--- config.mk ---
export PLATFORM = sky130hd
export DESIGN_NAME = span_writer
export DESIGN_NICKNAME = d
export VERILOG_FILES = /design/src/verilog/line_engine_pkg.sv /design/src/verilog/span_writer.sv
export VERILOG_INCLUDE_DIRS = /design/src /design/src/verilog
export SDC_FILE = /design/constraint.sdc
export NUM_CORES = 1
export LEC_CHECK = 0
export ABC_AREA = 1
export BUFFER_PORTS_ARGS = -buffer_cell sky130_fd_sc_hd__buf_4
export CAP_MARGIN = 20
export CORE_ASPECT_RATIO = 1.4
export CORE_MARGIN = 3
export CORE_UTILIZATION = 45
export DETAILED_ROUTE_END_ITERATION = 12
export PLACE_DENSITY = 0.77
export RECOVER_POWER = 50
export SLEW_MARGIN = 10
export SYNTH_ARGS = -nofsm -noshare
export SYNTH_HDL_FRONTEND = slang
export SYNTH_SLANG_ARGS = --single-unit
export TNS_END_PERCENT = 30
--- constraint.sdc ---
create_clock -name clk -period 2.8 [get_ports clk]
set_input_delay 0.42 -clock clk [delete_from_list [all_inputs] [get_ports clk]]
set_output_delay 0.42 -clock clk [all_outputs]
set_load 0.005 [all_outputs]
--- src/verilog/line_engine_defs.svh ---
/*
  Frame-buffer geometry, data widths and AXI4-Lite register offsets.
  Include wherever these constants are needed.
*/
`ifndef LINE_ENGINE_DEFS_SVH
`define LINE_ENGINE_DEFS_SVH

// Frame-buffer geometry
`define FB_WIDTH      64
`define FB_HEIGHT     32
`define FB_X_BITS     6
`define FB_Y_BITS     5
`define FB_ADDR_BITS  11

// Data widths
`define COORD_BITS    16
`define COLOR_BITS    8

// Register map, byte offsets on the AXI bus
`define REG_CTRL      8'h00 // W: bit0 line start, bit1 clear
`define REG_STATUS    8'h04 // R: bit0 busy
`define REG_P0        8'h08 // {y0, x0}
`define REG_P1        8'h0C // {y1, x1}
`define REG_COLOR     8'h10
`define REG_FB_INDEX  8'h14 // y * 64 + x
`define REG_FB_DATA   8'h18 // R: pixel at index

`endif

--- src/verilog/line_engine_pkg.sv ---
/*
  Shared types of the line engine: AXI4-Lite channels, line command,
  span, and the frame-buffer address seen as index or as x/y pair.
*/
`include "line_engine_defs.svh"

package line_engine_pkg;

  // AXI4-Lite channels, ready travels separately
  typedef struct packed {
    logic       valid;
    logic [7:0] addr;
  } axil_aw_t;

  typedef struct packed {
    logic        valid;
    logic [31:0] data;
  } axil_w_t;

  typedef struct packed {
    logic       valid;
    logic [1:0] resp;
  } axil_b_t;

  typedef struct packed {
    logic       valid;
    logic [7:0] addr;
  } axil_ar_t;

  typedef struct packed {
    logic        valid;
    logic [31:0] data;
    logic [1:0]  resp;
  } axil_r_t;

  typedef struct packed {
    logic [`COORD_BITS-1:0] x0;
    logic [`COORD_BITS-1:0] y0;
    logic [`COORD_BITS-1:0] x1;
    logic [`COORD_BITS-1:0] y1;
    logic [`COLOR_BITS-1:0] color;
  } line_cmd_t;

  typedef struct packed {
    logic [`COORD_BITS-1:0] x;
    logic [`COORD_BITS-1:0] y;
    logic [`COORD_BITS-1:0] len;      // At least 1
    logic                   vertical; // Steps y instead of x
    logic [`COLOR_BITS-1:0] color;
  } span_t;

  typedef struct packed {
    logic [`FB_Y_BITS-1:0] y;
    logic [`FB_X_BITS-1:0] x;
  } fb_xy_t;

  // Same bits, y above x, so xy and index agree
  typedef union packed {
    logic [`FB_ADDR_BITS-1:0] index;
    fb_xy_t                   xy;
  } fb_addr_u;

endpackage

--- src/verilog/span_writer.sv ---
/*
  Turns spans into one pixel write per cycle and sweeps the whole
  frame buffer on clear. Off-screen pixels are not written.
*/
`timescale 1ns/1ps
`include "line_engine_defs.svh"

module span_writer import line_engine_pkg::*; (
  input  logic                   clk,
  input  logic                   rst_n,
  input  span_t                  span,
  input  logic                   span_valid,
  output logic                   span_ready,
  input  logic                   clear,
  input  logic [`COLOR_BITS-1:0] clear_color,
  output logic                   we,
  output fb_addr_u               waddr,
  output logic [`COLOR_BITS-1:0] wdata,
  output logic                   busy
);

  typedef enum logic [1:0] {SW_IDLE, SW_SPAN, SW_CLEAR} sw_state_e;

  sw_state_e                state;
  logic [`COORD_BITS-1:0]   px;
  logic [`COORD_BITS-1:0]   py;
  logic [`COORD_BITS-1:0]   cnt;     // Pixels left including current
  logic                     vert;
  logic [`COLOR_BITS-1:0]   color_q;
  logic [`FB_ADDR_BITS-1:0] clr_idx;
  logic                     on_screen;
  logic                     take;

  // Next span can load on the last pixel of the current one
  assign span_ready = !clear && (state == SW_IDLE || (state == SW_SPAN && cnt == 1));
  assign take       = span_valid && span_ready;
  assign on_screen  = (px < `COORD_BITS'(`FB_WIDTH)) && (py < `COORD_BITS'(`FB_HEIGHT));

  always_ff @(posedge clk) begin
    if (!rst_n) begin
      state   <= SW_IDLE;
      cnt     <= '0;
      clr_idx <= '0;
    end else if (clear && state == SW_IDLE) begin
      state   <= SW_CLEAR;
      clr_idx <= '0;
      color_q <= clear_color;
    end else if (take) begin
      state   <= SW_SPAN;
      px      <= span.x;
      py      <= span.y;
      cnt     <= span.len;
      vert    <= span.vertical;
      color_q <= span.color;
    end else begin
      case (state)
        SW_SPAN: begin
          if (cnt == 1)
            state <= SW_IDLE;
          else if (vert)
            py <= py + 1'b1;
          else
            px <= px + 1'b1;
          cnt <= cnt - 1'b1;
        end
        SW_CLEAR: begin
          clr_idx <= clr_idx + 1'b1;
          if (&clr_idx)
            state <= SW_IDLE; // Last index written
        end
        default: ;
      endcase
    end
  end

  always_comb begin
    waddr = '0;
    if (state == SW_CLEAR) begin
      waddr.index = clr_idx;
    end else begin
      waddr.xy.x = px[`FB_X_BITS-1:0];
      waddr.xy.y = py[`FB_Y_BITS-1:0];
    end
  end

  assign we    = (state == SW_CLEAR) || (state == SW_SPAN && on_screen);
  assign wdata = color_q;
  assign busy  = (state != SW_IDLE);

endmodule

## Word-level counts from Yosys, hierarchy flattened

Index checks and enable logic that the tools add are counted.

- Flip-flop bits (word level): 70
- Bits in latches: 0
- RAM bits: 0
- Memory bits (read-only): 0
- Input bits: 69
- Output and inout bits: 22
- Logic and storage cells: 70
- Memories: 0

- Add/subtract/negate cells: 4
- $mul: 0
- Div/mod/pow operators: 0
- $lt $le $gt $ge: 2
- Equal/unequal tests: 9
- Shift operators: 0
- Multiplexer cells: 18
- Bitwise gates (word level): 3
- Reduce and logical (&&, ||, !) cells: 26

Operators by type and width:

| cell | count |
|---|---|
| 16-bit two-way mux | 10 |
| 16-bit by 1-bit adder with 16-bit output, second input constant | 2 |
| 16-bit by 1-bit equality test with 1-bit output, second input constant | 1 |
| 16-bit by 6-bit < comparator with 1-bit output, second input constant | 1 |
| 16-bit by 7-bit < comparator with 1-bit output, second input constant | 1 |
| 8-bit two-way mux | 2 |
| 16-bit by 1-bit subtractor with 16-bit output, second input constant | 1 |
| 11-bit by 1-bit adder with 11-bit output, second input constant | 1 |
| 11-bit two-way mux | 1 |
| 11-bit AND reduction | 1 |
| 5-bit AND reduction | 2 |
| 3-bit AND reduction | 3 |
| 2-bit two-way mux | 4 |
| 2-bit nonzero test | 4 |
| 1-bit logical AND | 6 |
| 2-bit AND reduction | 3 |
| 4-bit by 2-bit != test with 1-bit output, second input constant | 1 |
| 4-bit != test, second input constant | 1 |
| 2-bit case mux with 2 select lines | 1 |
| 4-bit nonzero test | 1 |
| 3-bit by 2-bit != test with 1-bit output, second input constant | 1 |
| 3-bit != test, second input constant | 1 |
| 1-bit NOT | 3 |
| 3-bit nonzero test | 1 |
| other kinds (8) | 9 |

## Depth between registers and ports, before layout

- Word-level depth: 7
- Gate-level depth with buffers: 15
- Depth with buffers taken out: 14

## Worst setup path after synthesis

No wires, ideal clock.

- Path kind: reg-to-reg
- Start point: register cnt[1]
- End point: register py[0], enable pin
- Library setup time: 0.394 ns
- Arrival: 2.158 ns
- Data required time: 2.406 ns
- Setup slack: 0.247 ns
- Cell stages (with the launch flop): 13
- Clock period less this slack: 2.553 ns
- Path through: dfxtp_1 > inv_1 > ha_1 > inv_1 > nor2_1 > nand2_1 > nor2_1 > nand2_2 > nand2_2 > nand3_4 > buf_2 > buf_6 > a21oi_1

- Word-level cells in the longest chain between the ends: 7
- Elaborated cells between the ends (all ways): 9
- Classes of those cells: 2 x eq/ne; 7 x reduce/logical

RTL lines:

| item | RTL line | source |
|---|---|---|
| start, declared | span_writer.sv:27 | `` logic [`COORD_BITS-1:0] cnt; `` |
| start signal, assigned | span_writer.sv:52 | `cnt <= span.len;` |
| start signal, assigned | span_writer.sv:64 | `cnt <= cnt - 1'b1;` |
| 16-bit by 1-bit equality test with 1-bit output * | span_writer.sv:35, span_writer.sv:58 |  |
| 1-bit logical AND | span_writer.sv:35 | `assign span_ready = !clear && (state == SW_IDLE \|\| (state == SW_SPAN && cnt == 1));` |
| 1-bit logical OR | span_writer.sv:35 |  |
| 1-bit logical AND | span_writer.sv:35 |  |
| 1-bit logical AND | span_writer.sv:36 | `assign take = span_valid && span_ready;` |
| 2-bit != test (no line) / 2-bit nonzero test (equally long branches) | -- |  |
| 5-bit AND reduction (no line) * | -- |  |
| end signal, assigned | span_writer.sv:51 | `py <= span.y;` |
| end signal, assigned | span_writer.sv:61 | `py <= py + 1'b1;` |
| end, declared | span_writer.sv:26 | `` logic [`COORD_BITS-1:0] py; `` |

Every way passes the cells marked *; elsewhere a longest branch is shown, timed or not.
A chain may end at the register's enable or synchronous reset.

## Final worst setup path

- Start point: register cnt[1]
- End point: register cnt[12]

- Word-level cells in the longest chain between the ends: 7
- Elaborated cells between the ends (all ways): 10
- Classes of those cells: 1 x add/sub; 1 x eq/ne; 2 x mux; 6 x reduce/logical

RTL lines:

| item |
|---|
| parallel branches: the longest is 7 deep, another holds 16-bit by 1-bit subtractor with 16-bit output |

Several ways; the timed one is not identified. The select of a mux whose other input is x is not followed.

==> summary.md <==
| Metric | Value |
|---|---|
| DR WL/cell | `~13 microns` |
| Critical-path cell list | `inv_1 -> ha_1 -> inv_1 -> nor2_1 -> nand2_1 -> nor2_1 -> nand2_1 -> nand2_1 -> nand3_4 -> nand2_1 -> inv_2 -> nor2_1 -> nor2_1` |
| Post-CTS sizing | `0` |
| All-layer global routing usage | `20.7%` |
| Via count | `between 3k and 4k` |
| I/O pins | `between 90 and 100` |
| Slowest stage delay, CP | `between 0.5 and 0.6 ns` |
| Setup CP Type | `flip-flop to flip-flop` |
| Chip height | `around 120 microns` |
| Syn Inst Count | `between 500 and 600` |
| VDD IR max | `between 0.0003 and 0.0004 V` |
| Die ar. | `0.0105 sq mm` |
| Leak | `between 2 and 2.5 nW` |
| Vias in the first global route | `between 3k and 4k` |
| Post-synthesis share of cell area spent on xor and xnor gates | `6.31%` |
| Crit path time final | `approximately 2.4 ns` |
| Synth area leader | `edfxtp_1` |
| Total gr overflow | `0` |
| Post-CTS setup buffer count | `0` |
| First-pass GRT wire length | `17.2 mm` |
| Number of DRC markers in iteration 0 | `168` |
| Largest net degree at the start of global routing | `72` |
| Slew headroom | `55.0%` |
| Initial Util | `~47%` |
| Area growth, synth to finish | `23.5%` |
| Worst setup EP type | `flip-flop` |
| DP Wirelength | `~7.6 mm` |
| #FFs+latches synth | `70` |
| Flop2flop setup slack | `around 0.42 ns` |
| Synth top cells by count | `nand2_1, nor2_1, o21ai_0, inv_1, edfxtp_1` |
| Mux contribution to synthesized area | `0%` |
| Antenna violations before repair | `0` |
| Root Driver | `clkbuf_16` |
| Worst Max-Slew Pin Slew | `a little under 0.7 ns` |
| Adder-Cell Fraction of Synth Area | `between 1.5 and 2%` |
| DRT Pass-1 Iters | `5` |
| Clk sink count | `70` |
| Post-Synth Simple-Gate Area | `approximately 31%` |
| Mapped Nets | `640` |
| Crit path max-delay family | `simple AND/OR/NAND/NOR gates` |
| Maxcap violations | `0` |
| Compound-Gate Fraction of Synth Area | `10.3%` |
| Cell variety after synth | `33` |
| Non-Filler Instances | `about 760` |
| Status | `finished, final reports clean` |
| WP buf/inv | `3` |
| Global placement routability congestion | `a little under 0.9` |
| Sequential area share after synthesis | `43.5%` |
| Core Util, Final | `58.3%` |
| Hold_sp | `span[8]` |
| CTS Buf Count | `9` |
| Period utilization | `roughly 85%` |
| Avg Inst Size Synth | `7.35 sq um` |
| Required @ worst endpoint | `3.03 ns` |
| RSZ-0062 raised after global routing | `false` |
| R2R Path End | `cnt[12]$_SDFFE_PN0P_` |
| Fill count | `between 800 and 900` |
| Cell with the most instances after synthesis | `nand2_1` |
| Fin. Hold Viols | `0` |
| Skew final | `approximately 0.0073 ns` |
| Ranking of synthesized cells by area | `edfxtp_1, nand2_1, dfxtp_1, nor2_1, o21ai_0` |
| Setup TNS | `0 ns` |
| Core Region | `a little under 0.009 sq mm` |
| Main combinational cell family by area after synthesis | `simple AND/OR/NAND/NOR gates` |
| Layout cells sized above 1 | `between 10% and 20%` |
| WHS | `roughly 0.28 ns` |
| Vias/cell | `5.20` |
| Setup crit start kind | `flip-flop` |
| Mapped Area | `around 0.0042 sq mm` |
| Post-synth EDFFs | `between 40 and 50` |
| I/O Buffers | `90` |
| H-tree Lvls | `3` |
| Synth top area share | `29.6%` |
| Highest net fanout along the worst path | `19` |
| Tightest Hold Check Type | `primary input to flip-flop` |
| Pwr dens | `~550 mW/mm^2` |
| CTS clk-pin slew, worst paths | `~0.06 ns` |
| Worst skew pair latency | `between 0.3 and 0.4 ns` |
| Synth async-reset ratio | `0%` |
| Nets | `around 730` |
| CTS max path bufs | `2` |
| Drt drc | `0` |
| Num rows | `40` |
| YS warnings | `0` |
| Highest Clock Rate | `0.421 GHz` |
| Placed insts | `between 700 and 800` |
| Diodes inserted | `0` |
| Slowest CP cell | `nand2_1` |
| Die W | `approximately 87 microns` |
| Worst r2r src | `cnt[1]$_SDFFE_PN0P_` |
| Antenna-violating nets left | `0` |
| Crit path DAT | `about 2.6 ns` |
| Slew Viols, Final | `0` |
| Final setup vio count | `0` |
| Hold depth | `1` |
| Worst Reg-to-Reg Cells | `13` |
| CTS tree | `built` |
| Hold Buf Count CTS | `0` |
| Total wire length | `approximately 10 mm` |
| Hold EP | `vert$_DFFE_PP_` |
| Most used DFF post-synth | `edfxtp_1` |
stage by stage:
step	power [mW]	cell area, sq um	setup WS (ns)
after global routing	2.97	5140	0.141
final	2.82	5140	0.423
after CTS	2.84	5170	0.515
after detailed placement	1.80	4900	0.590
after floorplan	1.60	4160	0.247
after global placement	1.78	4900	0.672
state kept, by name, indices dropped and copies added (netlist names):
signal	cells
state	2
vert	1
wdata	8
clr_idx	11
py	16
px	16
cnt	16
report_power, final:
part	internal, mW	leakage [nW]	switching [mW]
Clock	0.644	0.134	0.410
Sequential	1.16	0.613	0.0482
Combinational	0.242	1.51	0.322
Total	2.04	2.25	0.780
cell type report:
| type | count | area (sq um) | area share (%) |
|---|---|---|---|
| Inverter | 51 | 194 | 3.77 |
| Clock inverter | 2 | 8.76 | 0.170 |
| Sequential cell | 70 | 1810 | 35.3 |
| Multi-Input combinational cell | 427 | 2030 | 39.6 |
| Tap cell | 105 | 131 | 2.56 |
| Clock buffer | 14 | 264 | 5.14 |
| Timing Repair Buffer | 95 | 694 | 13.5 |
routing by layer:
layer / up-vias / track usage (%) / share of wire, %
li1: 2021 / - / -
met1: 1836 / 25.3 / 42
met2: 95 / 35.5 / 51
met3: 18 / 4.40 / 4.7
met4: 0 / 6.91 / 2.1
met5: - / 0 / 0
kinds of logic after synthesis:
group | count (synthesis)
adders and majority gates | 5
AOI/OAI and AO/OA | 82
and+or+nand+nor | 310
DFF | 70
xor gates and xnor gates | 30
buffers and inverters | 69
layout by cell type, fill, tap and decap left out, types with 2 or more instances in the layout:
cell type  netlist  routed
nor2_1          72      72
clkbuf_4         0       9
buf_4            2      81
o21ai_0         54      55
inv_1           47      49
nand2_1        178     181
nor4_1           5       5
clkbuf_1         6       8
nor3_1           4       4
clkbuf_16        0       9
or2_2            2       2
a31oi_1          3       3
o211ai_1         3       3
xnor2_1         12      12
o21ai_1          4       3
nor2_2           3       3
nor3_2           2       2
xor2_1          18      18
nand3_1         32      32
clkbuf_8         0       2
ha_1             5       5
dfxtp_1         29      29
nand4_1          7       7
a21oi_1         16      16
edfxtp_1        41      41
worst max path at each step:
stage                                startpoint  cells past startpoint              endpoint  slack (ns)
after detailed placement                  clear                      7       px[8]$_DFFE_PP_        0.59
after global placement                    clear                      7      px[14]$_DFFE_PP_        0.67
final                       cnt[1]$_SDFFE_PN0P_                     13  cnt[12]$_SDFFE_PN0P_        0.42
after floorplan             cnt[1]$_SDFFE_PN0P_                     12       py[0]$_DFFE_PP_        0.25
after global routing        cnt[1]$_SDFFE_PN0P_                     13  cnt[12]$_SDFFE_PN0P_        0.14
after CTS                 state[1]$_SDFFE_PN0P_                      6              waddr[8]        0.52
worst register-to-register path, stage by stage (launching register included):
cell and delay, ns:
dfxtp_1 0.31, inv_1 0.08, ha_1 0.14, inv_1 0.04, nor2_1 0.08, nand2_1 0.08
nor2_1 0.09, nand2_1 0.11, nand2_1 0.14, nand3_4 0.23, nand2_1 0.53, inv_2 0.25
nor2_1 0.16, nor2_1 0.04
Note: power is estimated with default switching activity, not from simulation.
