`src/verilog/line_engine_defs.svh`:
```
/*
  Frame-buffer geometry, data widths and AXI4-Lite register offsets.
  Include wherever these constants are needed.
*/
`ifndef LINE_ENGINE_DEFS_SVH
`define LINE_ENGINE_DEFS_SVH

// Frame-buffer geometry
`define FB_WIDTH      64
`define FB_HEIGHT     32
`define FB_X_BITS     6
`define FB_Y_BITS     5
`define FB_ADDR_BITS  11

// Data widths
`define COORD_BITS    16
`define COLOR_BITS    8

// Register map, byte offsets on the AXI bus
`define REG_CTRL      8'h00 // W: bit0 line start, bit1 clear
`define REG_STATUS    8'h04 // R: bit0 busy
`define REG_P0        8'h08 // {y0, x0}
`define REG_P1        8'h0C // {y1, x1}
`define REG_COLOR     8'h10
`define REG_FB_INDEX  8'h14 // y * 64 + x
`define REG_FB_DATA   8'h18 // R: pixel at index

`endif

```
`src/verilog/line_engine_pkg.sv`:
```
/*
  Shared types of the line engine: AXI4-Lite channels, line command,
  span, and the frame-buffer address seen as index or as x/y pair.
*/
`include "line_engine_defs.svh"

package line_engine_pkg;

  // AXI4-Lite channels, ready travels separately
  typedef struct packed {
    logic       valid;
    logic [7:0] addr;
  } axil_aw_t;

  typedef struct packed {
    logic        valid;
    logic [31:0] data;
  } axil_w_t;

  typedef struct packed {
    logic       valid;
    logic [1:0] resp;
  } axil_b_t;

  typedef struct packed {
    logic       valid;
    logic [7:0] addr;
  } axil_ar_t;

  typedef struct packed {
    logic        valid;
    logic [31:0] data;
    logic [1:0]  resp;
  } axil_r_t;

  typedef struct packed {
    logic [`COORD_BITS-1:0] x0;
    logic [`COORD_BITS-1:0] y0;
    logic [`COORD_BITS-1:0] x1;
    logic [`COORD_BITS-1:0] y1;
    logic [`COLOR_BITS-1:0] color;
  } line_cmd_t;

  typedef struct packed {
    logic [`COORD_BITS-1:0] x;
    logic [`COORD_BITS-1:0] y;
    logic [`COORD_BITS-1:0] len;      // At least 1
    logic                   vertical; // Steps y instead of x
    logic [`COLOR_BITS-1:0] color;
  } span_t;

  typedef struct packed {
    logic [`FB_Y_BITS-1:0] y;
    logic [`FB_X_BITS-1:0] x;
  } fb_xy_t;

  // Same bits, y above x, so xy and index agree
  typedef union packed {
    logic [`FB_ADDR_BITS-1:0] index;
    fb_xy_t                   xy;
  } fb_addr_u;

endpackage

```
`src/verilog/draw_line.sv`:
```
/*
  Bresenham line stepper. Captures a line command on start and emits
  runs of pixels on one minor coordinate as horizontal or vertical spans.
*/
`timescale 1ns/1ps
`include "line_engine_defs.svh"

module draw_line import line_engine_pkg::*; (
  input  logic      clk,
  input  logic      rst_n,
  input  logic      start,
  input  line_cmd_t cmd,
  output span_t     span,
  output logic      span_valid,
  input  logic      span_ready,
  output logic      busy
);

  typedef enum logic [2:0] {
    DL_IDLE,
    DL_SWAP,  // Steep lines swap axes
    DL_ORDER, // Order end points by major axis
    DL_INIT,
    DL_RUN,
    DL_LAST   // Final span waiting for accept
  } dl_state_e;

  dl_state_e              state;
  logic [`COORD_BITS-1:0] mx0;
  logic [`COORD_BITS-1:0] my0;
  logic [`COORD_BITS-1:0] mx1;
  logic [`COORD_BITS-1:0] my1;
  logic [`COORD_BITS-1:0] dx;
  logic [`COORD_BITS-1:0] dy;
  logic [`COORD_BITS-1:0] err;
  logic [`COORD_BITS-1:0] run_x; // First major coordinate of current run
  logic [`COLOR_BITS-1:0] color_q;
  logic                   steep;
  logic                   ystep;
  span_t                  span_q;
  logic                   span_valid_q;
  logic                   can_emit;

  // Builds a span from a run, swapping axes back for steep lines
  function automatic span_t make_span(
    input logic [`COORD_BITS-1:0] first,
    input logic [`COORD_BITS-1:0] minor,
    input logic [`COORD_BITS-1:0] last,
    input logic                   is_steep,
    input logic [`COLOR_BITS-1:0] color
  );
    span_t s;
    s.x        = is_steep ? minor : first;
    s.y        = is_steep ? first : minor;
    s.len      = last - first + 1'b1;
    s.vertical = is_steep;
    s.color    = color;
    return s;
  endfunction

  assign can_emit = !span_valid_q || span_ready;

  always_ff @(posedge clk) begin
    if (!rst_n) begin
      state        <= DL_IDLE;
      span_valid_q <= 1'b0;
    end else begin
      if (span_valid_q && span_ready)
        span_valid_q <= 1'b0;
      case (state)
        DL_IDLE: begin
          if (start) begin
            mx0     <= cmd.x0;
            my0     <= cmd.y0;
            mx1     <= cmd.x1;
            my1     <= cmd.y1;
            color_q <= cmd.color;
            dx      <= (cmd.x1 > cmd.x0) ? cmd.x1 - cmd.x0 : cmd.x0 - cmd.x1;
            dy      <= (cmd.y1 > cmd.y0) ? cmd.y1 - cmd.y0 : cmd.y0 - cmd.y1;
            state   <= DL_SWAP;
          end
        end
        DL_SWAP: begin
          steep <= dy > dx;
          if (dy > dx) begin
            mx0 <= my0;
            my0 <= mx0;
            mx1 <= my1;
            my1 <= mx1;
            dx  <= dy;
            dy  <= dx;
          end
          state <= DL_ORDER;
        end
        DL_ORDER: begin
          if (mx0 > mx1) begin
            mx0 <= mx1;
            mx1 <= mx0;
            my0 <= my1;
            my1 <= my0;
          end
          err   <= dx >> 1;
          state <= DL_INIT;
        end
        DL_INIT: begin
          ystep <= my0 < my1; // 1 steps minor upward
          run_x <= mx0;
          state <= DL_RUN;
        end
        DL_RUN: begin
          if (can_emit) begin
            if (mx0 == mx1) begin
              span_q       <= make_span(run_x, my0, mx0, steep, color_q);
              span_valid_q <= 1'b1;
              state        <= DL_LAST;
            end else if (err < dy) begin // Minor coordinate moves next
              span_q       <= make_span(run_x, my0, mx0, steep, color_q);
              span_valid_q <= 1'b1;
              my0          <= ystep ? my0 + 1'b1 : my0 - 1'b1;
              err          <= err - dy + dx;
              run_x        <= mx0 + 1'b1;
              mx0          <= mx0 + 1'b1;
            end else begin
              err <= err - dy; // Run continues
              mx0 <= mx0 + 1'b1;
            end
          end
        end
        DL_LAST: begin
          if (span_ready)
            state <= DL_IDLE;
        end
        default: state <= DL_IDLE;
      endcase
    end
  end

  assign span       = span_q;
  assign span_valid = span_valid_q;
  assign busy       = (state != DL_IDLE);

endmodule

```
`config.mk`:
```
export PLATFORM = sky130hd
export DESIGN_NAME = draw_line
export DESIGN_NICKNAME = d
export VERILOG_FILES = /design/src/verilog/line_engine_pkg.sv /design/src/verilog/draw_line.sv
export VERILOG_INCLUDE_DIRS = /design/src /design/src/verilog
export SDC_FILE = /design/constraint.sdc
export NUM_CORES = 1
export LEC_CHECK = 0
export BUFFER_PORTS_ARGS = -buffer_cell sky130_fd_sc_hd__buf_2
export CAP_MARGIN = 20
export CORE_MARGIN = 10
export CORE_UTILIZATION = 35
export CTS_BUF_LIST = sky130_fd_sc_hd__clkbuf_2
export CTS_CLUSTER_DIAMETER = 30
export DETAILED_ROUTE_END_ITERATION = 6
export GPL_TIMING_DRIVEN = 1
export RECOVER_POWER = 100
export SLEW_MARGIN = 5
export SYNTH_ARGS = -nofsm -noshare
export SYNTH_HDL_FRONTEND = slang
export SYNTH_SLANG_ARGS = --single-unit
```
`constraint.sdc`:
```
create_clock -name clk -period 8.8 [get_ports clk]
set_clock_uncertainty 0.15 [all_clocks]
set_input_delay 0.44 -clock clk [delete_from_list [all_inputs] [get_ports clk]]
set_output_delay 0.44 -clock clk [all_outputs]
set_load 0.1 [all_outputs]
```
==> After elaboration in Yosys (flattened, before gate mapping) <==
Cells that the tools add are included.
{ "totals": {"romBits": 0, "ram_bits": 0, "register_bits": 199, "latchBits": 0, "output_inout_bits": 59, "n_memories": 0, "inputBits": 76} }
{ "classes": {"n_lt_le_gt_ge": 6, "n_bitwise": 0, "n_addsub": 11, "shifts": 0, "mul": 0, "n_div": 0, "n_reduce_logical": 22, "mux": 52, "n_eq_ne": 14} }
{ "ops": {"columns": ["op", "n"], "rows": [
  ["$mux W16", 32],
  ["$pmux W16 S2", 4],
  ["$pmux W16 S4", 2],
  ["$mux W57", 2],
  ["$pmux W16 S3", 2],
  ["$sub A16 B16 Y16", 6],
  ["$gt A16 B16 Y1", 4],
  ["$add A16 B1 Y16 const B", 3],
  ["$lt A16 B16 Y1", 2],
  ["$pmux W3 S6", 1],
  ["$add A16 B16 Y16", 1],
  ["$eq A16 B16 Y1", 1],
  ["$ne A2 B2 Y1 const B", 8],
  ["$reduce_and A4 Y1", 4],
  ["$sub A16 B1 Y16 const B", 1],
  ["$mux W3", 4],
  ["$reduce_and A5 Y1", 2],
  ["$reduce_and A8 Y1", 1],
  ["$reduce_bool A2 Y1", 4],
  ["$reduce_and A7 Y1", 1],
  ["$eq A3 B2 Y1 const B", 2],
  ["$eq A3 B3 Y1 const B", 2],
  ["$reduce_bool A3 Y1", 2],
  ["$mux W1", 5],
  ["8 further kinds", 9]
]} }

==> Longest topological paths before layout <==
{ "depth": {"word_depth": 6, "mapped_depth": 21} }

==> Least setup slack after synthesis <==
Ideal clock, no wire load.
{ "synth_path": {"path_kind": "reg2reg", "start": "reg dx[1]", "end": "reg mx1[0] (enable)", "arrival_ps": 4731, "stages_incl_launch_ff": 11, "n_path_buf": 0, "setup_ps": 502, "period_less_slack_ps": 5383, "slack_ps": 3417, "path_cell_list": "edfxtp_1 inv_1 ha_1 nor2b_1 o21a_1 o21a_1 o21ai_0 a21o_1 a211oi_1 nor2_1 nor4_1"} }
{ "synth_between": {"elab_chain_len": 3} }
{ "synth_rtl": {"columns": ["item", "line", "text"], "rows": [
  ["start, declared", "draw_line.sv:33", "logic [`COORD_BITS-1:0] dx;"],
  ["start signal, assigned", "draw_line.sv:78", "dx <= (cmd.x1 > cmd.x0) ? cmd.x1 - cmd.x0 : cmd.x0 - cmd.x1;"],
  ["start signal, assigned", "draw_line.sv:90", "dx <= dy;"],
  ["$gt A16 B16 Y1", "draw_line.sv:85", "if (dy > dx) begin"],
  ["$ne A2 B2 Y1 (no source line)", null, null],
  ["$reduce_and A5 Y1 (no source line)", null, null],
  ["end signal, assigned", "draw_line.sv:75", "mx1 <= cmd.x1;"],
  ["end signal, assigned", "draw_line.sv:88", "mx1 <= my1;"],
  ["end signal, assigned", "draw_line.sv:98", "mx1 <= mx0;"],
  ["end, declared", "draw_line.sv:31", "logic [`COORD_BITS-1:0] mx1;"]
]} }
Every way passes these cells.
A chain may end at the register's enable or synchronous reset.

==> Worst setup path after layout <==
{ "layout_path": {"start": "reg state[0]", "end": "reg my0[0] (enable)"} }
{ "layout_between": {"elab_chain_len": 3, "elab_cells_between_ends": 12, "classes_between": "9 x eq/ne; 3 x reduce/logical"} }
{ "layout_rtl": {"columns": ["item", "line", "text"], "rows": [
  ["start, declared", "draw_line.sv:28", "dl_state_e state;"],
  ["start signal, assigned", "draw_line.sv:65", "state <= DL_IDLE;"],
  ["start signal, assigned", "draw_line.sv:80", "state <= DL_SWAP;"],
  ["start signal, assigned", "draw_line.sv:93", "state <= DL_ORDER;"],
  ["$eq A3 B3 Y1 (tied with other cells)", "draw_line.sv:70", "case (state)"],
  ["$ne A2 B2 Y1 (no source line) / $reduce_bool A4 Y1 (equally long branches)", null, null],
  ["$reduce_and A8 Y1 (no source line) (*)", null, null],
  ["end signal, assigned", "draw_line.sv:74", "my0 <= cmd.y0;"],
  ["end signal, assigned", "draw_line.sv:87", "my0 <= mx0;"],
  ["end signal, assigned", "draw_line.sv:99", "my0 <= my1;"],
  ["end, declared", "draw_line.sv:30", "logic [`COORD_BITS-1:0] my0;"]
]} }
Mark *: on every way between the ends. The rest lies on a longest branch, timed or not.

==> impl_summary.md <==
Synthesis
After synthesis, the netlist uses 75 different library cells. The commonest register cell after synthesis is edfxtp_1. The number of nets in the synthesized netlist is 2162. The cell count after synthesis came out at 1891.

After synthesis, the share of flip-flops with an asynchronous set or reset is 0%. The cell area that synthesis handed to floorplanning was 16900 sq um. Counting flops with a built-in enable in the synthesized netlist gives 195. The synthesis-stage register bit count is 199. The average footprint of a synthesized cell is 8.93 sq um.

The number of warnings issued by yosys is 0. Sequential cells were found to cover 35.2% of the synthesized design area.

Clock tree
The number of buffers between clock root and the deepest sink is 2. Counting every sink on the clock net gives 199. The clock insertion delay at the later pin of the skew report is 1.19 ns.

After clock tree synthesis, the clock-pin slew on the worst setup and hold paths is 0.40 ns. In this run, post-CTS repair resized a total of 0 instances. CTS built an H-tree with a depth of 4. The total clock buffers created by CTS is 17. The clock tree from TritonCTS is yes. The post-CTS setup repair buffer count is 0.

The tree is rooted in a clkbuf_2.

Final layout
The final layout contains 2331 nets. Cells with a size suffix above 1 make up 7.38% of the layout. The total area of multi-input combinational cells is 9890 sq um. The growth of design area from synthesis to finish is 13.5%. The number of filler cells placed in the layout is 4742. The combined flip-flop and latch cell area is 5940 sq um.

The final standard cell area without fillers is 19200 sq um.

Timing
The number of failing setup endpoints in the final timing report is 0. In the finished design, the share of the clock period the worst path needs comes to 68.2%. The final-report hold violation count came to 0. Static timing analysis puts the maximum clock frequency at 0.167 GHz. The time the worst path needs with I/O delays and setup is 6.01 ns. Setup repair after global routing left no endpoint under its margin. The final count of pins violating max slew was 344. The slew at the pin with the worst max-slew slack is 2.61 ns. After routing, the total negative slack on setup checks comes to 0 ns.

The worst slew margin relative to its limit is -74.0%.

Flow run
The count of max-cap constraint violations is 8.

Route
The sum of routed wire length over all layers is 57.9 mm. The iteration-0 DRC count of the detailed router is 1680. The count of antenna-violating nets left after detailed routing is 0. The total via count after detailed routing is 15500. In the routed layout, each cell is associated on average with a via count of 5.75.

The first detailed-routing pass ran for 5 iterations. The post-route DRC violation count is 0. The average wire per standard cell is 21.5 um.

Floorplan
In this run the count of I/O pins placed on the die edge is 135. The die covers 57400 sq um. The floorplan step set the die height to 240 um. In this run the core area contains 80 standard-cell rows. The region available for standard cell placement spans 47700 sq um. For this configuration, the core starts out at a cell density of 35.4%. The floorplan step set the die width to 240 um.

Setup path
The sort of element at the end of the critical path is a register. Of all nets on the critical path, the largest fanout is 56. The type of the worst setup path is register to register. Setup slack on the worst reg-to-reg path comes out at 2.79 ns.

Data arrives at the worst endpoint at 6.80 ns. STA puts the critical path data required time at 9.59 ns. The nature of the critical path startpoint is a register.

Pwr
VDD sags by at most 0.0000871 V. The portion of total power attributed to sequential cells is 38.0%. The clock network fraction of design power is 14.9%.

The areal power density over the cells is 198 nW/um^2. In this run the static leakage power is 7.98 nW. In this run switching power makes up 44.6% of total power. The internal power of the cells totals 2.10 mW. The combinational share of power is 47.2%. The switching power is 1.69 mW.

Placed design
Once placement finished, the instance area stood at 18200 sq um. Input and output buffers added on the ports amount to 134. At the end of routability-driven placement, the weighted congestion stood at 0.928. Once detailed placement completed, the half-perimeter wirelength came to 43.8 mm.

GRT
The initial antenna violation count was 5. Entering global routing, the biggest net connects 110 pins. The via count of the first global-routing pass is 14600. The first global-routing pass estimated 88.0 mm of wire. Global routing used 20.0% of the available tracks. The overall overflow remaining after global route is 0.

Outcome
The flow ran to the end, but the final reports show violations. The checks that failed: capacitance limit, slew limit.

Hold path
The worst hold path belongs to the class primary input to register.
==> worst paths after layout <==
kind / startpoint / end / depth (start not counted)
max: state[0]$_SDFFE_PN0P_ / my0[0]$_DFFE_PP_ / 12
min reg2reg: color_q[0]$_DFFE_PP_ / span[0]$_DFFE_PP_ / 0
min: cmd[56] / mx0[0]$_DFFE_PP_ / 4
max reg2reg: state[0]$_SDFFE_PN0P_ / my0[0]$_DFFE_PP_ / 12
==> worst max-delay path: stages (launching register included) <==
cell	delay [ns]
dfxtp_1	0.40
buf_4	0.49
inv_1	0.64
nand2_1	0.21
clkbuf_1	1.77
nand2_1	0.12
o21ai_0	0.16
clkbuf_1	0.55
a211o_1	0.18
nor4_1	0.04
clkbuf_1	0.43
a21boi_0	0.27
buf_4	0.29
==> timing repair <==
| action | CTS | global route |
|---|---|---|
| hold buffers | 87 | 0 |
| hold endpoints to repair | 202 | 0 |
| endpoints found under the setup margin | 0 | 0 |
==> stage by stage <==
| step | cells | hold slack, ns | setup slack (ns) | total power [mW] | utilization, % |
|---|---|---|---|---|---|
| 3_5_place_dp | 2569 | 0.256 | 4.39 | 3.19 | 38.0 |
| 5_1_grt | 2694 | -0.00425 | 2.26 | 4.06 | 40.1 |
| 3_3_place_gp | 2569 | 0.251 | 4.46 | 3.15 | 38.0 |
| 4_1_cts | 2688 | 0.00886 | 4.35 | 3.79 | 40.5 |
| 6_report | 2694 | 0.0699 | 2.79 | 3.80 | 40.1 |
| 2_1_floorplan | 1891 | 0.250 | 3.42 | 2.67 | - |
==> placed cells by master (no fill, tap or decap), types with 10 or more instances in the layout <==
master,instances
clkbuf_1,74
a31oi_1,13
a21oi_1,169
buf_2,73
ha_1,187
nand3_1,35
nor3_1,29
nand4_1,11
and3_1,18
a21o_1,49
a211oi_1,19
xnor2_1,68
clkbuf_2,17
nor2b_1,26
o21a_1,17
o21ai_0,134
edfxtp_1,195
o221ai_1,18
nor2_1,121
xor2_1,36
mux2i_1,24
mux2_2,15
inv_1,180
nand2b_1,14
or3_1,12
dlygate4sd3_1,87
nand2_1,161
o22ai_1,90
o211ai_1,10
==> registers in the layout, indices dropped and copies added (netlist names) <==
register and flops:
run_x 16, ystep 1, color_q 8, err 16, mx1 16, steep 1, span_valid 1, mx0 16
dx 16, span 57, my1 16, dy 16, my0 16, state 3
==> cell type report <==
cell class	instances	share of cell area, %
antenna	6	0.0783
clock buffer	17	0.444
clock inverter	15	1.10
inverter	182	3.56
multi-input combinational	1417	51.6
sequential	199	31.0
tap	615	4.01
timing repair buffer	243	8.25
==> per-layer routing <==
| metal | vias up | GRT usage, % | routed length, um |
|---|---|---|---|
| li1 | 7269 | - | - |
| met1 | 7466 | 28.2 | 26500 |
| met2 | 663 | 30.1 | 25200 |
| met3 | 81 | 3.91 | 4960 |
| met4 | 4 | 6.08 | 1280 |
| met5 | - | 0 | 22 |
==> cells by family (layout without fill, tap and decap cells) <==
family	after synthesis	count (layout)	synth area share (%)
other	0	6	0
buffers and inverters	275	457	6.26
xor gates and xnor gates	104	104	5.40
DFF	199	199	35.2
muxes	46	46	2.91
AOI/OAI and AO/OA	616	616	23.0
adders and majority gates	195	195	14.8
and+or+nand+nor	456	456	12.4
==> power groups by stage <==
stage	Combinational (mW)	Clock, mW	Sequential (mW)
after floorplan	1.32	0	1.36
after global placement	1.70	0	1.45
after detailed placement	1.74	0	1.45
after CTS	1.78	0.577	1.43
after global routing	2.00	0.613	1.45
final	1.79	0.564	1.44
==> cell usage after synthesis, types with 5 or more instances <==
cell type	instances	area share, %
a211o_1	5	0.26
a211oi_1	18	0.80
a21boi_0	7	0.31
a21o_1	49	2.2
a21oi_1	169	5.0
a222oi_1	9	0.53
a22oi_1	5	0.22
a31oi_1	13	0.48
a41oi_1	6	0.31
and2_1	6	0.22
and3_1	19	0.70
buf_1	8	0.18
buf_2	13	0.39
clkbuf_1	71	1.6
edfxtp_1	195	35
fa_1	8	0.95
ha_1	187	14
inv_1	180	4.0
mux2_2	21	1.4
mux2i_1	24	1.4
nand2_1	161	3.6
nand2b_1	14	0.52
nand3_1	35	1.0
nand4_1	11	0.41
nor2_1	122	2.7
nor2b_1	26	0.96
nor3_1	29	0.86
nor4_1	5	0.19
o211ai_1	10	0.44
o21a_1	17	0.76
o21ai_0	131	3.9
o21ai_1	10	0.30
o21bai_1	5	0.22
o221ai_1	18	0.93
o22ai_1	90	3.3
o31ai_1	6	0.27
o41ai_1	5	0.26
or2_2	6	0.22
or3_1	12	0.44
xnor2_1	68	3.5
xor2_1	36	1.9
Power figures use the tool's default switching activity.
