$ cat src/verilog/line_engine_defs.svh
/*
  Frame-buffer geometry, data widths and AXI4-Lite register offsets.
  Include wherever these constants are needed.
*/
`ifndef LINE_ENGINE_DEFS_SVH
`define LINE_ENGINE_DEFS_SVH

// Frame-buffer geometry
`define FB_WIDTH      64
`define FB_HEIGHT     32
`define FB_X_BITS     6
`define FB_Y_BITS     5
`define FB_ADDR_BITS  11

// Data widths
`define COORD_BITS    16
`define COLOR_BITS    8

// Register map, byte offsets on the AXI bus
`define REG_CTRL      8'h00 // W: bit0 line start, bit1 clear
`define REG_STATUS    8'h04 // R: bit0 busy
`define REG_P0        8'h08 // {y0, x0}
`define REG_P1        8'h0C // {y1, x1}
`define REG_COLOR     8'h10
`define REG_FB_INDEX  8'h14 // y * 64 + x
`define REG_FB_DATA   8'h18 // R: pixel at index

`endif

$ cat src/verilog/line_engine_pkg.sv
/*
  Shared types of the line engine: AXI4-Lite channels, line command,
  span, and the frame-buffer address seen as index or as x/y pair.
*/
`include "line_engine_defs.svh"

package line_engine_pkg;

  // AXI4-Lite channels, ready travels separately
  typedef struct packed {
    logic       valid;
    logic [7:0] addr;
  } axil_aw_t;

  typedef struct packed {
    logic        valid;
    logic [31:0] data;
  } axil_w_t;

  typedef struct packed {
    logic       valid;
    logic [1:0] resp;
  } axil_b_t;

  typedef struct packed {
    logic       valid;
    logic [7:0] addr;
  } axil_ar_t;

  typedef struct packed {
    logic        valid;
    logic [31:0] data;
    logic [1:0]  resp;
  } axil_r_t;

  typedef struct packed {
    logic [`COORD_BITS-1:0] x0;
    logic [`COORD_BITS-1:0] y0;
    logic [`COORD_BITS-1:0] x1;
    logic [`COORD_BITS-1:0] y1;
    logic [`COLOR_BITS-1:0] color;
  } line_cmd_t;

  typedef struct packed {
    logic [`COORD_BITS-1:0] x;
    logic [`COORD_BITS-1:0] y;
    logic [`COORD_BITS-1:0] len;      // At least 1
    logic                   vertical; // Steps y instead of x
    logic [`COLOR_BITS-1:0] color;
  } span_t;

  typedef struct packed {
    logic [`FB_Y_BITS-1:0] y;
    logic [`FB_X_BITS-1:0] x;
  } fb_xy_t;

  // Same bits, y above x, so xy and index agree
  typedef union packed {
    logic [`FB_ADDR_BITS-1:0] index;
    fb_xy_t                   xy;
  } fb_addr_u;

endpackage

$ cat src/verilog/axil_line_regs.sv
/*
  AXI4-Lite slave for the line engine. Holds end points, colour and
  pixel index, issues start and clear pulses, and reads pixels back.
*/
`timescale 1ns/1ps
`include "line_engine_defs.svh"

module axil_line_regs import line_engine_pkg::*; (
  input  logic                   clk,
  input  logic                   rst_n,
  input  axil_aw_t               aw,
  output logic                   awready,
  input  axil_w_t                w,
  output logic                   wready,
  output axil_b_t                b,
  input  logic                   bready,
  input  axil_ar_t               ar,
  output logic                   arready,
  output axil_r_t                r,
  input  logic                   rready,
  output line_cmd_t              cmd,
  output logic                   start,
  output logic                   clear,
  input  logic                   busy,
  output fb_addr_u               fb_raddr,
  input  logic [`COLOR_BITS-1:0] fb_rdata
);

  logic [31:0]               p0_q;
  logic [31:0]               p1_q;
  logic [`COLOR_BITS-1:0]    color_q;
  logic [`FB_ADDR_BITS-1:0]  index_q;
  logic                      bvalid_q;
  logic                      rvalid_q;
  logic                      rd_wait_q; // Memory read in flight
  logic [31:0]               rdata_q;
  logic                      start_q;
  logic                      clear_q;
  logic                      wr_fire;
  logic                      rd_fire;
  logic                      blocked;
  logic [31:0]               rd_word;

  // Both readies high only when AW and W agree, so neither handshakes alone
  assign awready = !bvalid_q && (aw.valid == w.valid);
  assign wready  = awready;
  assign wr_fire = aw.valid && w.valid && !bvalid_q;

  assign arready = !rvalid_q && !rd_wait_q;
  assign rd_fire = ar.valid && arready;

  // A pulse already issued counts as busy too
  assign blocked = busy || start_q || clear_q;

  always_ff @(posedge clk) begin
    if (!rst_n) begin
      bvalid_q <= 1'b0;
      start_q  <= 1'b0;
      clear_q  <= 1'b0;
    end else begin
      start_q <= 1'b0;
      clear_q <= 1'b0;
      if (bvalid_q && bready)
        bvalid_q <= 1'b0;
      if (wr_fire) begin
        bvalid_q <= 1'b1;
        if (aw.addr == `REG_CTRL && !blocked) begin
          start_q <= w.data[0];
          clear_q <= w.data[1];
        end
      end
    end
  end

  // Configuration words
  always_ff @(posedge clk) begin
    if (wr_fire) begin
      case (aw.addr)
        `REG_P0:       p0_q    <= w.data;
        `REG_P1:       p1_q    <= w.data;
        `REG_COLOR:    color_q <= w.data[`COLOR_BITS-1:0];
        `REG_FB_INDEX: index_q <= w.data[`FB_ADDR_BITS-1:0];
        default: ;
      endcase
    end
  end

  always_comb begin
    case (ar.addr)
      `REG_STATUS:   rd_word = {31'b0, busy};
      `REG_P0:       rd_word = p0_q;
      `REG_P1:       rd_word = p1_q;
      `REG_COLOR:    rd_word = {{(32-`COLOR_BITS){1'b0}}, color_q};
      `REG_FB_INDEX: rd_word = {{(32-`FB_ADDR_BITS){1'b0}}, index_q};
      default:       rd_word = 32'b0; // CTRL is write-only
    endcase
  end

  always_ff @(posedge clk) begin
    if (!rst_n) begin
      rvalid_q  <= 1'b0;
      rd_wait_q <= 1'b0;
    end else begin
      if (rvalid_q && rready)
        rvalid_q <= 1'b0;
      if (rd_wait_q) begin
        rd_wait_q <= 1'b0;
        rvalid_q  <= 1'b1;
      end else if (rd_fire) begin
        if (ar.addr == `REG_FB_DATA)
          rd_wait_q <= 1'b1;
        else
          rvalid_q <= 1'b1;
      end
    end
  end

  always_ff @(posedge clk) begin
    if (rd_wait_q)
      rdata_q <= {{(32-`COLOR_BITS){1'b0}}, fb_rdata}; // Memory data now valid
    else if (rd_fire)
      rdata_q <= rd_word;
  end

  assign b.valid = bvalid_q;
  assign b.resp  = 2'b00;
  assign r.valid = rvalid_q;
  assign r.data  = rdata_q;
  assign r.resp  = 2'b00;

  assign cmd.x0    = p0_q[`COORD_BITS-1:0];
  assign cmd.y0    = p0_q[2*`COORD_BITS-1:`COORD_BITS];
  assign cmd.x1    = p1_q[`COORD_BITS-1:0];
  assign cmd.y1    = p1_q[2*`COORD_BITS-1:`COORD_BITS];
  assign cmd.color = color_q;

  assign start = start_q;
  assign clear = clear_q;

  assign fb_raddr.index = index_q;

endmodule

$ cat config.mk
export PLATFORM = sky130hd
export DESIGN_NAME = axil_line_regs
export DESIGN_NICKNAME = d
export VERILOG_FILES = /design/src/verilog/line_engine_pkg.sv /design/src/verilog/axil_line_regs.sv
export VERILOG_INCLUDE_DIRS = /design/src /design/src/verilog
export SDC_FILE = /design/constraint.sdc
export NUM_CORES = 1
export LEC_CHECK = 0
export ABC_AREA = 1
export BUFFER_PORTS_ARGS = -buffer_cell sky130_fd_sc_hd__buf_2
export CORE_MARGIN = 4
export CORE_UTILIZATION = 50
export CTS_CLUSTER_DIAMETER = 120
export CTS_CLUSTER_SIZE = 40
export DETAILED_ROUTE_END_ITERATION = 10
export PLACE_DENSITY_LB_ADDON = 0.3
export SYNTH_ARGS = -nofsm -noshare
export SYNTH_HDL_FRONTEND = slang
export SYNTH_SLANG_ARGS = --single-unit
$ cat constraint.sdc
create_clock -name clk -period 5.5 [get_ports clk]
set_input_delay 0.55 -clock clk [delete_from_list [all_inputs] [get_ports clk]]
set_output_delay 0.55 -clock clk [all_outputs]
set_load 0.1 [all_outputs]
* After elaboration in Yosys (flattened, before gate mapping)
Cells that the tools add are included.
** Operators by class
- Equality and inequality tests :: 11
- Muxes and demuxes :: 10
- Bitwise operators :: 2
- Reductions and logical operators :: 23
** Operators with widths (number)
- $pmux 32 s5 :: 1
- $eq 8x5->1 const B :: 5
- $eq 8x4->1 const B :: 4
- $mux 8 :: 2
- $eq 8x3->1 const B :: 1
- $logic_and 1x1->1 :: 8
- $logic_not 8->1 :: 1
- $reduce_and 2->1 :: 4
- $mux 1 :: 7
- $logic_not 1->1 :: 4
- $reduce_bool 2->1 :: 2
- $reduce_and 3->1 :: 1
- $reduce_or 3->1 :: 1
- $logic_or 1x1->1 :: 2
- $not 1->1 :: 2
- $eq 1x1->1 :: 1
** Word-level totals
- Register bits after elaboration :: 120
- Bits of input ports :: 64
- Output and inout bits :: 126
- Word-level logic and storage cells :: 57

* Logic depth before layout (Yosys ltp)
Gate-level depths: netlist of run 1.
- Depth in word-level cells :: 5
- Mapped depth :: 9
- Mapped depth without buffers :: 7

* Worst setup path after synthesis of run 1
OpenSTA, ideal clock, no wires.
- Kind :: input port to output port
- Start point :: input port aw[8] (netlist name)
- End point :: output port wready
- Data arrival time :: 2.596 ns
- Data required time :: 4.950 ns
- Setup slack :: 2.354 ns
- Cell stages on the path :: 3
- Buffers on the path :: 1
- Cell sequence :: ha_1 > nor2_1 > buf_4
** Between the ends
- Word-level cells in the longest chain between the ends :: 2
** RTL lines
- from (decl) :: line axil_line_regs.sv:11 : input axil_aw_t aw,
- $eq 1x1->1 :: line axil_line_regs.sv:45 : assign awready = !bvalid_q && (aw.valid == w.valid);
- $logic_and 1x1->1 :: line axil_line_regs.sv:45
- to (decl) :: line axil_line_regs.sv:14 : output logic wready,
No other way between the ends.

* Worst setup path after layout of run 1
- Start point :: register rd_wait_q
- End point :: output port arready
** Between the ends
- Word-level cells in the longest chain between the ends :: 2
** RTL lines
- from (decl) :: line axil_line_regs.sv:35 : logic rd_wait_q;
- from (signal assigned) :: line axil_line_regs.sv:102 : rd_wait_q <= 1'b0;
- from (signal assigned) :: line axil_line_regs.sv:107 : rd_wait_q <= 1'b0;
- from (signal assigned) :: line axil_line_regs.sv:111 : rd_wait_q <= 1'b1;
- $logic_not 1->1 :: line axil_line_regs.sv:49 : assign arready = !rvalid_q && !rd_wait_q;
- $logic_and 1x1->1 :: line axil_line_regs.sv:49
- to (decl) :: line axil_line_regs.sv:18 : output logic arready,
No other way between the ends.

==> flow_summary.toml, run 1 <==
[worst_setup_path]
worstSetupPathType = "reg2out"
required_ns = 4.95
cp_max_fo = 17
cp_cell_sequence = "nor2_8 > buf_2"
cp_slowest_cell = "dfxtp_1"
cp.arrival_ns = 1.84
cp-end-kind = "primary output"
start_kind = "flop"
slowest_delay_ns = 0.93

[run]
cap_viol_max_count = 0

[place]
dp.cells = 667
portBuffers = 185
dp.final_hpwl_mm = 8.859
dpl_cell_area_um2 = 5672
gp_congestion = 0.7965
dpl_worst_slack_ns = 2.900

[yosys]
synthCells = 392
yosysUniqueCellTypes = 25
synth_seq_cells = 120
synth_top_area_share_pct = 57.85
synth-edff-count = 91
synth_area_um2 = 4723
ys_async_sr_fraction_pct = 0
syn_avg_cell_area_um2 = 12.05
synth_area_leader_cell = "edfxtp_1"
ys_seq_area_share_pct = 70.15
synth_ff_type = "edfxtp_1"
synth_area_leaders = "edfxtp_1 58%, dfxtp_1 12%, nand3_1 9.9%"
yosysWarnings = 0

[floorplanning]
dieArea_um2 = 11070
die_y_um = 105.2
start_util_pct = 51.36
core_area_um2 = 9196
ios = 190
rows = 35
die_w_um = 105.2

[route]
vias = 3776
drcViolationCount = 0
wl_mm = 12.49
vias_per_cell = 5.402
routedWlPerCell_um = 17.87
first_pass_iters = 5
postRouteAntennaNets = 0
drt_iter0_drc = 244

[min_path]
hold_class = "in2reg"

[pwr]
p_sw_uw = 536.0
clkPwrFrac_pct = 49.8
p_seq_share_pct = 43.7
peakVddDrop_mv = 0.2713
internal_power_mw = 1.709
powerDensity_nw_per_um2 = 357.5
p_leak_nw = 2.746
combPwrFrac_pct = 6.5
design_power_total_mw = 2.245
swShare_pct = 23.87

[timing]
slew_viol_final = 0
hold_viol_final = 0
rsz0062_at_grt = "false"
slew_headroom_pct = 28.24
fmax_mhz = 418.1
setup_tns_ns = 0
fin_crit_sh_pct = 43.49
postLayoutSetupSlackWorst_ns = 3.108
fin_crit_ns = 2.392
setup_viol = 0
skew_ns = 0.007379
whs_ns = 0.2209
tightest_slew_ns = 1.072

[finish]
final_util_pct = 68.30
multi_input_area_um2 = 1187
fillCellCount = 673
fin_cells = 699
area_growth_pct = 32.98
diodes = 0
drive_gt1_share_pct = 39.63
final_nets = 640
ff_latch_area_um2 = 3313
final_cell_area_um2 = 6281

[clock_tree]
cts_resized = 0
htreeDepth = 4
clk_pin_slew_worst_paths_ns = 0.06
cts_root_buf = "clkbuf_8"
cts_sinks = 120
hold_buffers = 0
numCtsBuffers = 17
clk_latency_ns = 0.51
cts_buffer_depth = 2
post_cts_buffers = 0
cts_tree = "yes"

[global_route]
grt_antenna_before_repair = 1
grt_pass1_vias = 3732
overflow = 0
grt_util_all_layers_pct = 23.09
grt_max_degree = 41
grt_pass1_wl_mm = 19.55

[status]
outcome = "finished, final reports clean"
## final cells by class
type,count,area share (%)
clock buffers,17,6.594
clock inverters,15,3.108
inverters,19,1.215
multi-input cells,228,18.90
flip-flops and latches,120,52.75
well taps,111,2.211
repair buffers,189,15.22
## state kept, by name, summed over array words and instances (netlist names)
signal	count
rvalid_q	1
bvalid_q	1
color_q	8
clear	1
rd_wait_q	1
rdata_q	32
p1_q	32
start	1
fb_raddr	11
p0_q	32
## metal layers
metal	track usage (%)	up-vias	wire length [um]
met5	0	-	13
met4	9.466	2	331
met3	7.474	34	1095
met2	38.43	170	6243
met1	27.59	1798	4807
li1	-	1772	-
## cells in the final DEF, fill, tap and decap left out, types with 2 or more instances in the layout
cell / instances
a21oi_1: 7
a22o_1: 17
buf_2: 185
buf_4: 4
bufinv_16: 3
clkbuf_16: 16
clkinv_4: 6
conb_1: 4
dfxtp_1: 29
edfxtp_1: 91
inv_1: 17
inv_6: 3
inv_8: 2
nand2_1: 67
nand3_1: 93
nand4_1: 9
nor2_1: 14
nor2_2: 2
nor2_4: 3
nor2_8: 2
nor3_1: 3
nor4_1: 2
## cells in the mapped netlist (all sizes together) (2+ instances only)
cell and n:
clkbuf 2, edfxtp 91, nor2 21, nor4 2, a22o 17, buf 26, nand2 68, a21oi 8
nor3 3, inv 19, nand3 93, dfxtp 29, nand4 9
## worst max-delay path: cells and delay by family, from the launching register on
kind,cells,cell delay (ns)
buffers and inverters,1,0.33
flip-flops,1,0.93
AND/OR/NAND/NOR,1,0.08
## cells by family (layout without fill, tap and decap cells)
logic type | Yosys count | in the layout | share of synthesized area, %
fa+ha+maj | 1 | 1 | 0.2649
other cells | 1 | 4 | 0.07939
compound gates | 27 | 27 | 4.424
flops | 120 | 120 | 70.15
simple gates | 196 | 196 | 19.71
buf+inv | 47 | 240 | 5.377
## power groups by stage
| stage | logic (mW) | registers [mW] | clock network, mW |
|---|---|---|---|
| global route | 0.154 | 0.981 | 1.18 |
| detailed placement | 0.145 | 1.00 | 0 |
| floorplan | 0.0768 | 1.03 | 0 |
| global placement | 0.141 | 1.00 | 0 |
| finish | 0.145 | 0.981 | 1.12 |
| CTS | 0.145 | 0.981 | 1.13 |
## path summary, 6_finish.rpt
check	depth (start not counted)	from	to	slack [ns]
setup reg to reg	5	rd_wait_q	rdata_q[3]	3.38
setup / recovery	2	rd_wait_q	arready	3.11
hold / removal	1	w[16]	p0_q[16]	0.22
hold reg to reg	2	rdata_q[8]	rdata_q[8]	0.46
(Power assumes the default switching activity.)
==> inputs of run 2 (changes only) <==
- ABC_AREA: 1 -> 0
- CORE_UTILIZATION: 50 -> 43
- clock period: 5.5 -> 2 ns (I/O delays scaled with it)
==> flow_summary.toml, run 2 <==
[status]
outcome = "finished, final reports clean"

[finish]
final_nets = 619
final_cell_mix = "185 x buf_2, 91 x edfxtp_1, 44 x dlygate4sd3_1"
area_growth_pct = 49.55
drive_gt1_share_pct = 45.33
final_util_pct = 66.02
mostFrequentLayoutCell = "buf_2"
multi_input_area_um2 = 1185
diodes = 0
fillCellCount = 765
reg.largest.list = "p0_q: 32 flops, p1_q: 32 flops, rdata_q: 32 flops"
ff_latch_area_um2 = 3314

[yosys]
synthCells = 308
ys_seq_area_share_pct = 72.37
yosysWarnings = 0
ys_async_sr_fraction_pct = 0
synth_area_leaders = "edfxtp_1 60%, dfxtp_1 13%, a22oi_1 3.4%"
synth_area_leader_cell = "edfxtp_1"
synth_top_area_share_pct = 59.69
syn_avg_cell_area_um2 = 14.86
synth_area_um2 = 4578
yosysMostFrequentCell = "edfxtp_1"
synth-edff-count = 91
synth_seq_cells = 120
yosys-top-cells-count = "91 x edfxtp_1, 31 x nand2_1, 29 x dfxtp_1"
yosysUniqueCellTypes = 45
synth_ff_type = "edfxtp_1"

[global_route]
grt_pass1_vias = 3691
grt_pass1_wl_mm = 19.62
grt_util_all_layers_pct = 20.47
overflow = 0
grt_antenna_before_repair = 0
grt_max_degree = 33

[route]
vias = 3565
vias_per_cell = 5.071
drt_iter0_drc = 197
drcViolationCount = 0
wl_mm = 12.93
postRouteAntennaNets = 0
first_pass_iters = 4
routedWlPerCell_um = 18.39

[floorplanning]
ios = 190
rows = 37
die_y_um = 111.2
start_util_pct = 44.15
core_area_um2 = 10370
die_w_um = 111.2
dieArea_um2 = 12360

[worst_setup_path]
slowest_delay_ns = 0.56
cp.arrival_ns = 2.18
cp_cell_sequence = "or4b_4 > nor4_4 > nor4bb_4 > buf_4 > clkbuf_16"
r2r_slack_ns = 0.03
cp_max_fo = 8
worstSetupPathType = "reg2reg"
cp_slowest_cell = "or4b_4"
required_ns = 2.21
start_kind = "flop"
cp-end-kind = "flop"

[clock_tree]
clk_latency_ns = 0.50
cts_root_buf = "clkbuf_8"
cts_tree = "yes"
cts_sinks = 120
clk_pin_slew_worst_paths_ns = 0.05
htreeDepth = 4
numCtsBuffers = 17
cts_buffer_depth = 2

[timing]
fmax_mhz = 507.3
fin_crit_sh_pct = 98.57
slew_headroom_pct = 65.61
setup_viol = 0
hold_viol_final = 0
skew_ns = 0.008053
fin_crit_ns = 1.971
slew_viol_final = 0
tightest_slew_ns = 0.5151

[pwr]
p_leak_nw = 2.726
design_power_total_mw = 5.899
peakVddDrop_mv = 0.5194
powerDensity_nw_per_um2 = 861.7

[min_path]
hold_class = "in2reg"

[place]
gp_congestion = 0.7756
dp.final_hpwl_mm = 8.622
portBuffers = 185

[run]
cap_viol_max_count = 0
-- run 2: changes by cell type after synthesis, moves of 8 or more --
cell | before | now
nor2_1 | 16 | 8
buf_2 | 13 | 5
nand3_1 | 93 | 0
o21ai_1 | 0 | 20
nand2_1 | 67 | 31
inv_1 | 17 | 1
a22o_1 | 17 | 7
a22oi_1 | 0 | 21
nand4_1 | 9 | 0
-- run 2: worst paths after layout --
check	startpoint	end	depth (start not counted)
worst max-delay path	bvalid_q	p0_q[0]	5
worst min-delay path	rready	rvalid_q	3
worst min register to register	rdata_q[18]	rdata_q[18]	2
worst max register to register	bvalid_q	p0_q[0]	5
-- run 2: metal layers --
layer  vias to the layer above  routed length, um  share of wire [%]  global-route usage, %
li1                       1698                  -                  -                      -
met2                       149               6659                 52                  35.06
met5                         -                  0                  0                      0
met4                         0                225                1.7                  7.786
met3                        15                886                6.9                  4.858
met1                      1703               5159                 40                  25.07
-- run 2: repair_timing --
action | 4_1_cts | 5_1_grt
buffers inserted | 0 | 2
hold buffers | 44 | 0
endpoints found under the setup margin | 0 | 32
hold endpoints to repair | 96 | 0
gates resized for setup | 0 | 2
-- run 2: cells by family after synthesis --
logic type	count (synthesis)	synth area share [%]
flip-flops	120	72.37
other	1	0.08191
AND/OR/NAND/NOR	83	12.00
AO/OA/AOI/OAI	76	11.59
adder cells (fa/ha/maj)	1	0.2733
multiplexers	2	0.4373
buffers and inverters	25	3.252
-- run 2: cell type report --
class / instances / share of cell area (%)
Tap cell: 136 / 2.485
Clock inverter: 13 / 1.773
Timing Repair Buffer: 248 / 23.81
Multi-Input combinational cell: 166 / 17.31
Clock buffer: 19 / 6.159
Inverter: 1 / 0.05482
Sequential cell: 120 / 48.41
-- run 2: critical path, delay by kind of cell, from the launching register on --
kind | cells | cell delay (ns)
buffers and inverters | 2 | 0.36
AND/OR/NAND/NOR | 3 | 1.01
flip-flops | 1 | 0.32
-- run 2: power by group --
part	switching, mW	leakage (nW)	internal, mW	total (mW)
combinational	0.293	1.41	0.153	0.446
clock	1.10	0.253	1.66	2.76
sequential	0.00451	1.06	2.69	2.69
-- run 2: per-stage QoR --
step	instances	cell area [um^2]	worst slack [ns]	TNS (ns)	hold WS, ns
final	703	6847	0.02867	0	0.05327
after detailed placement	623	5797	-0.03720	-1.235	0.3931
after global routing	703	6847	-0.03398	-0.7394	0.03806
after CTS	699	6780	0.03392	0	0.03197
after floorplan	311	4619	-0.5876	-19.98	0.2989
after global placement	623	5797	0.02020	0	0.3893
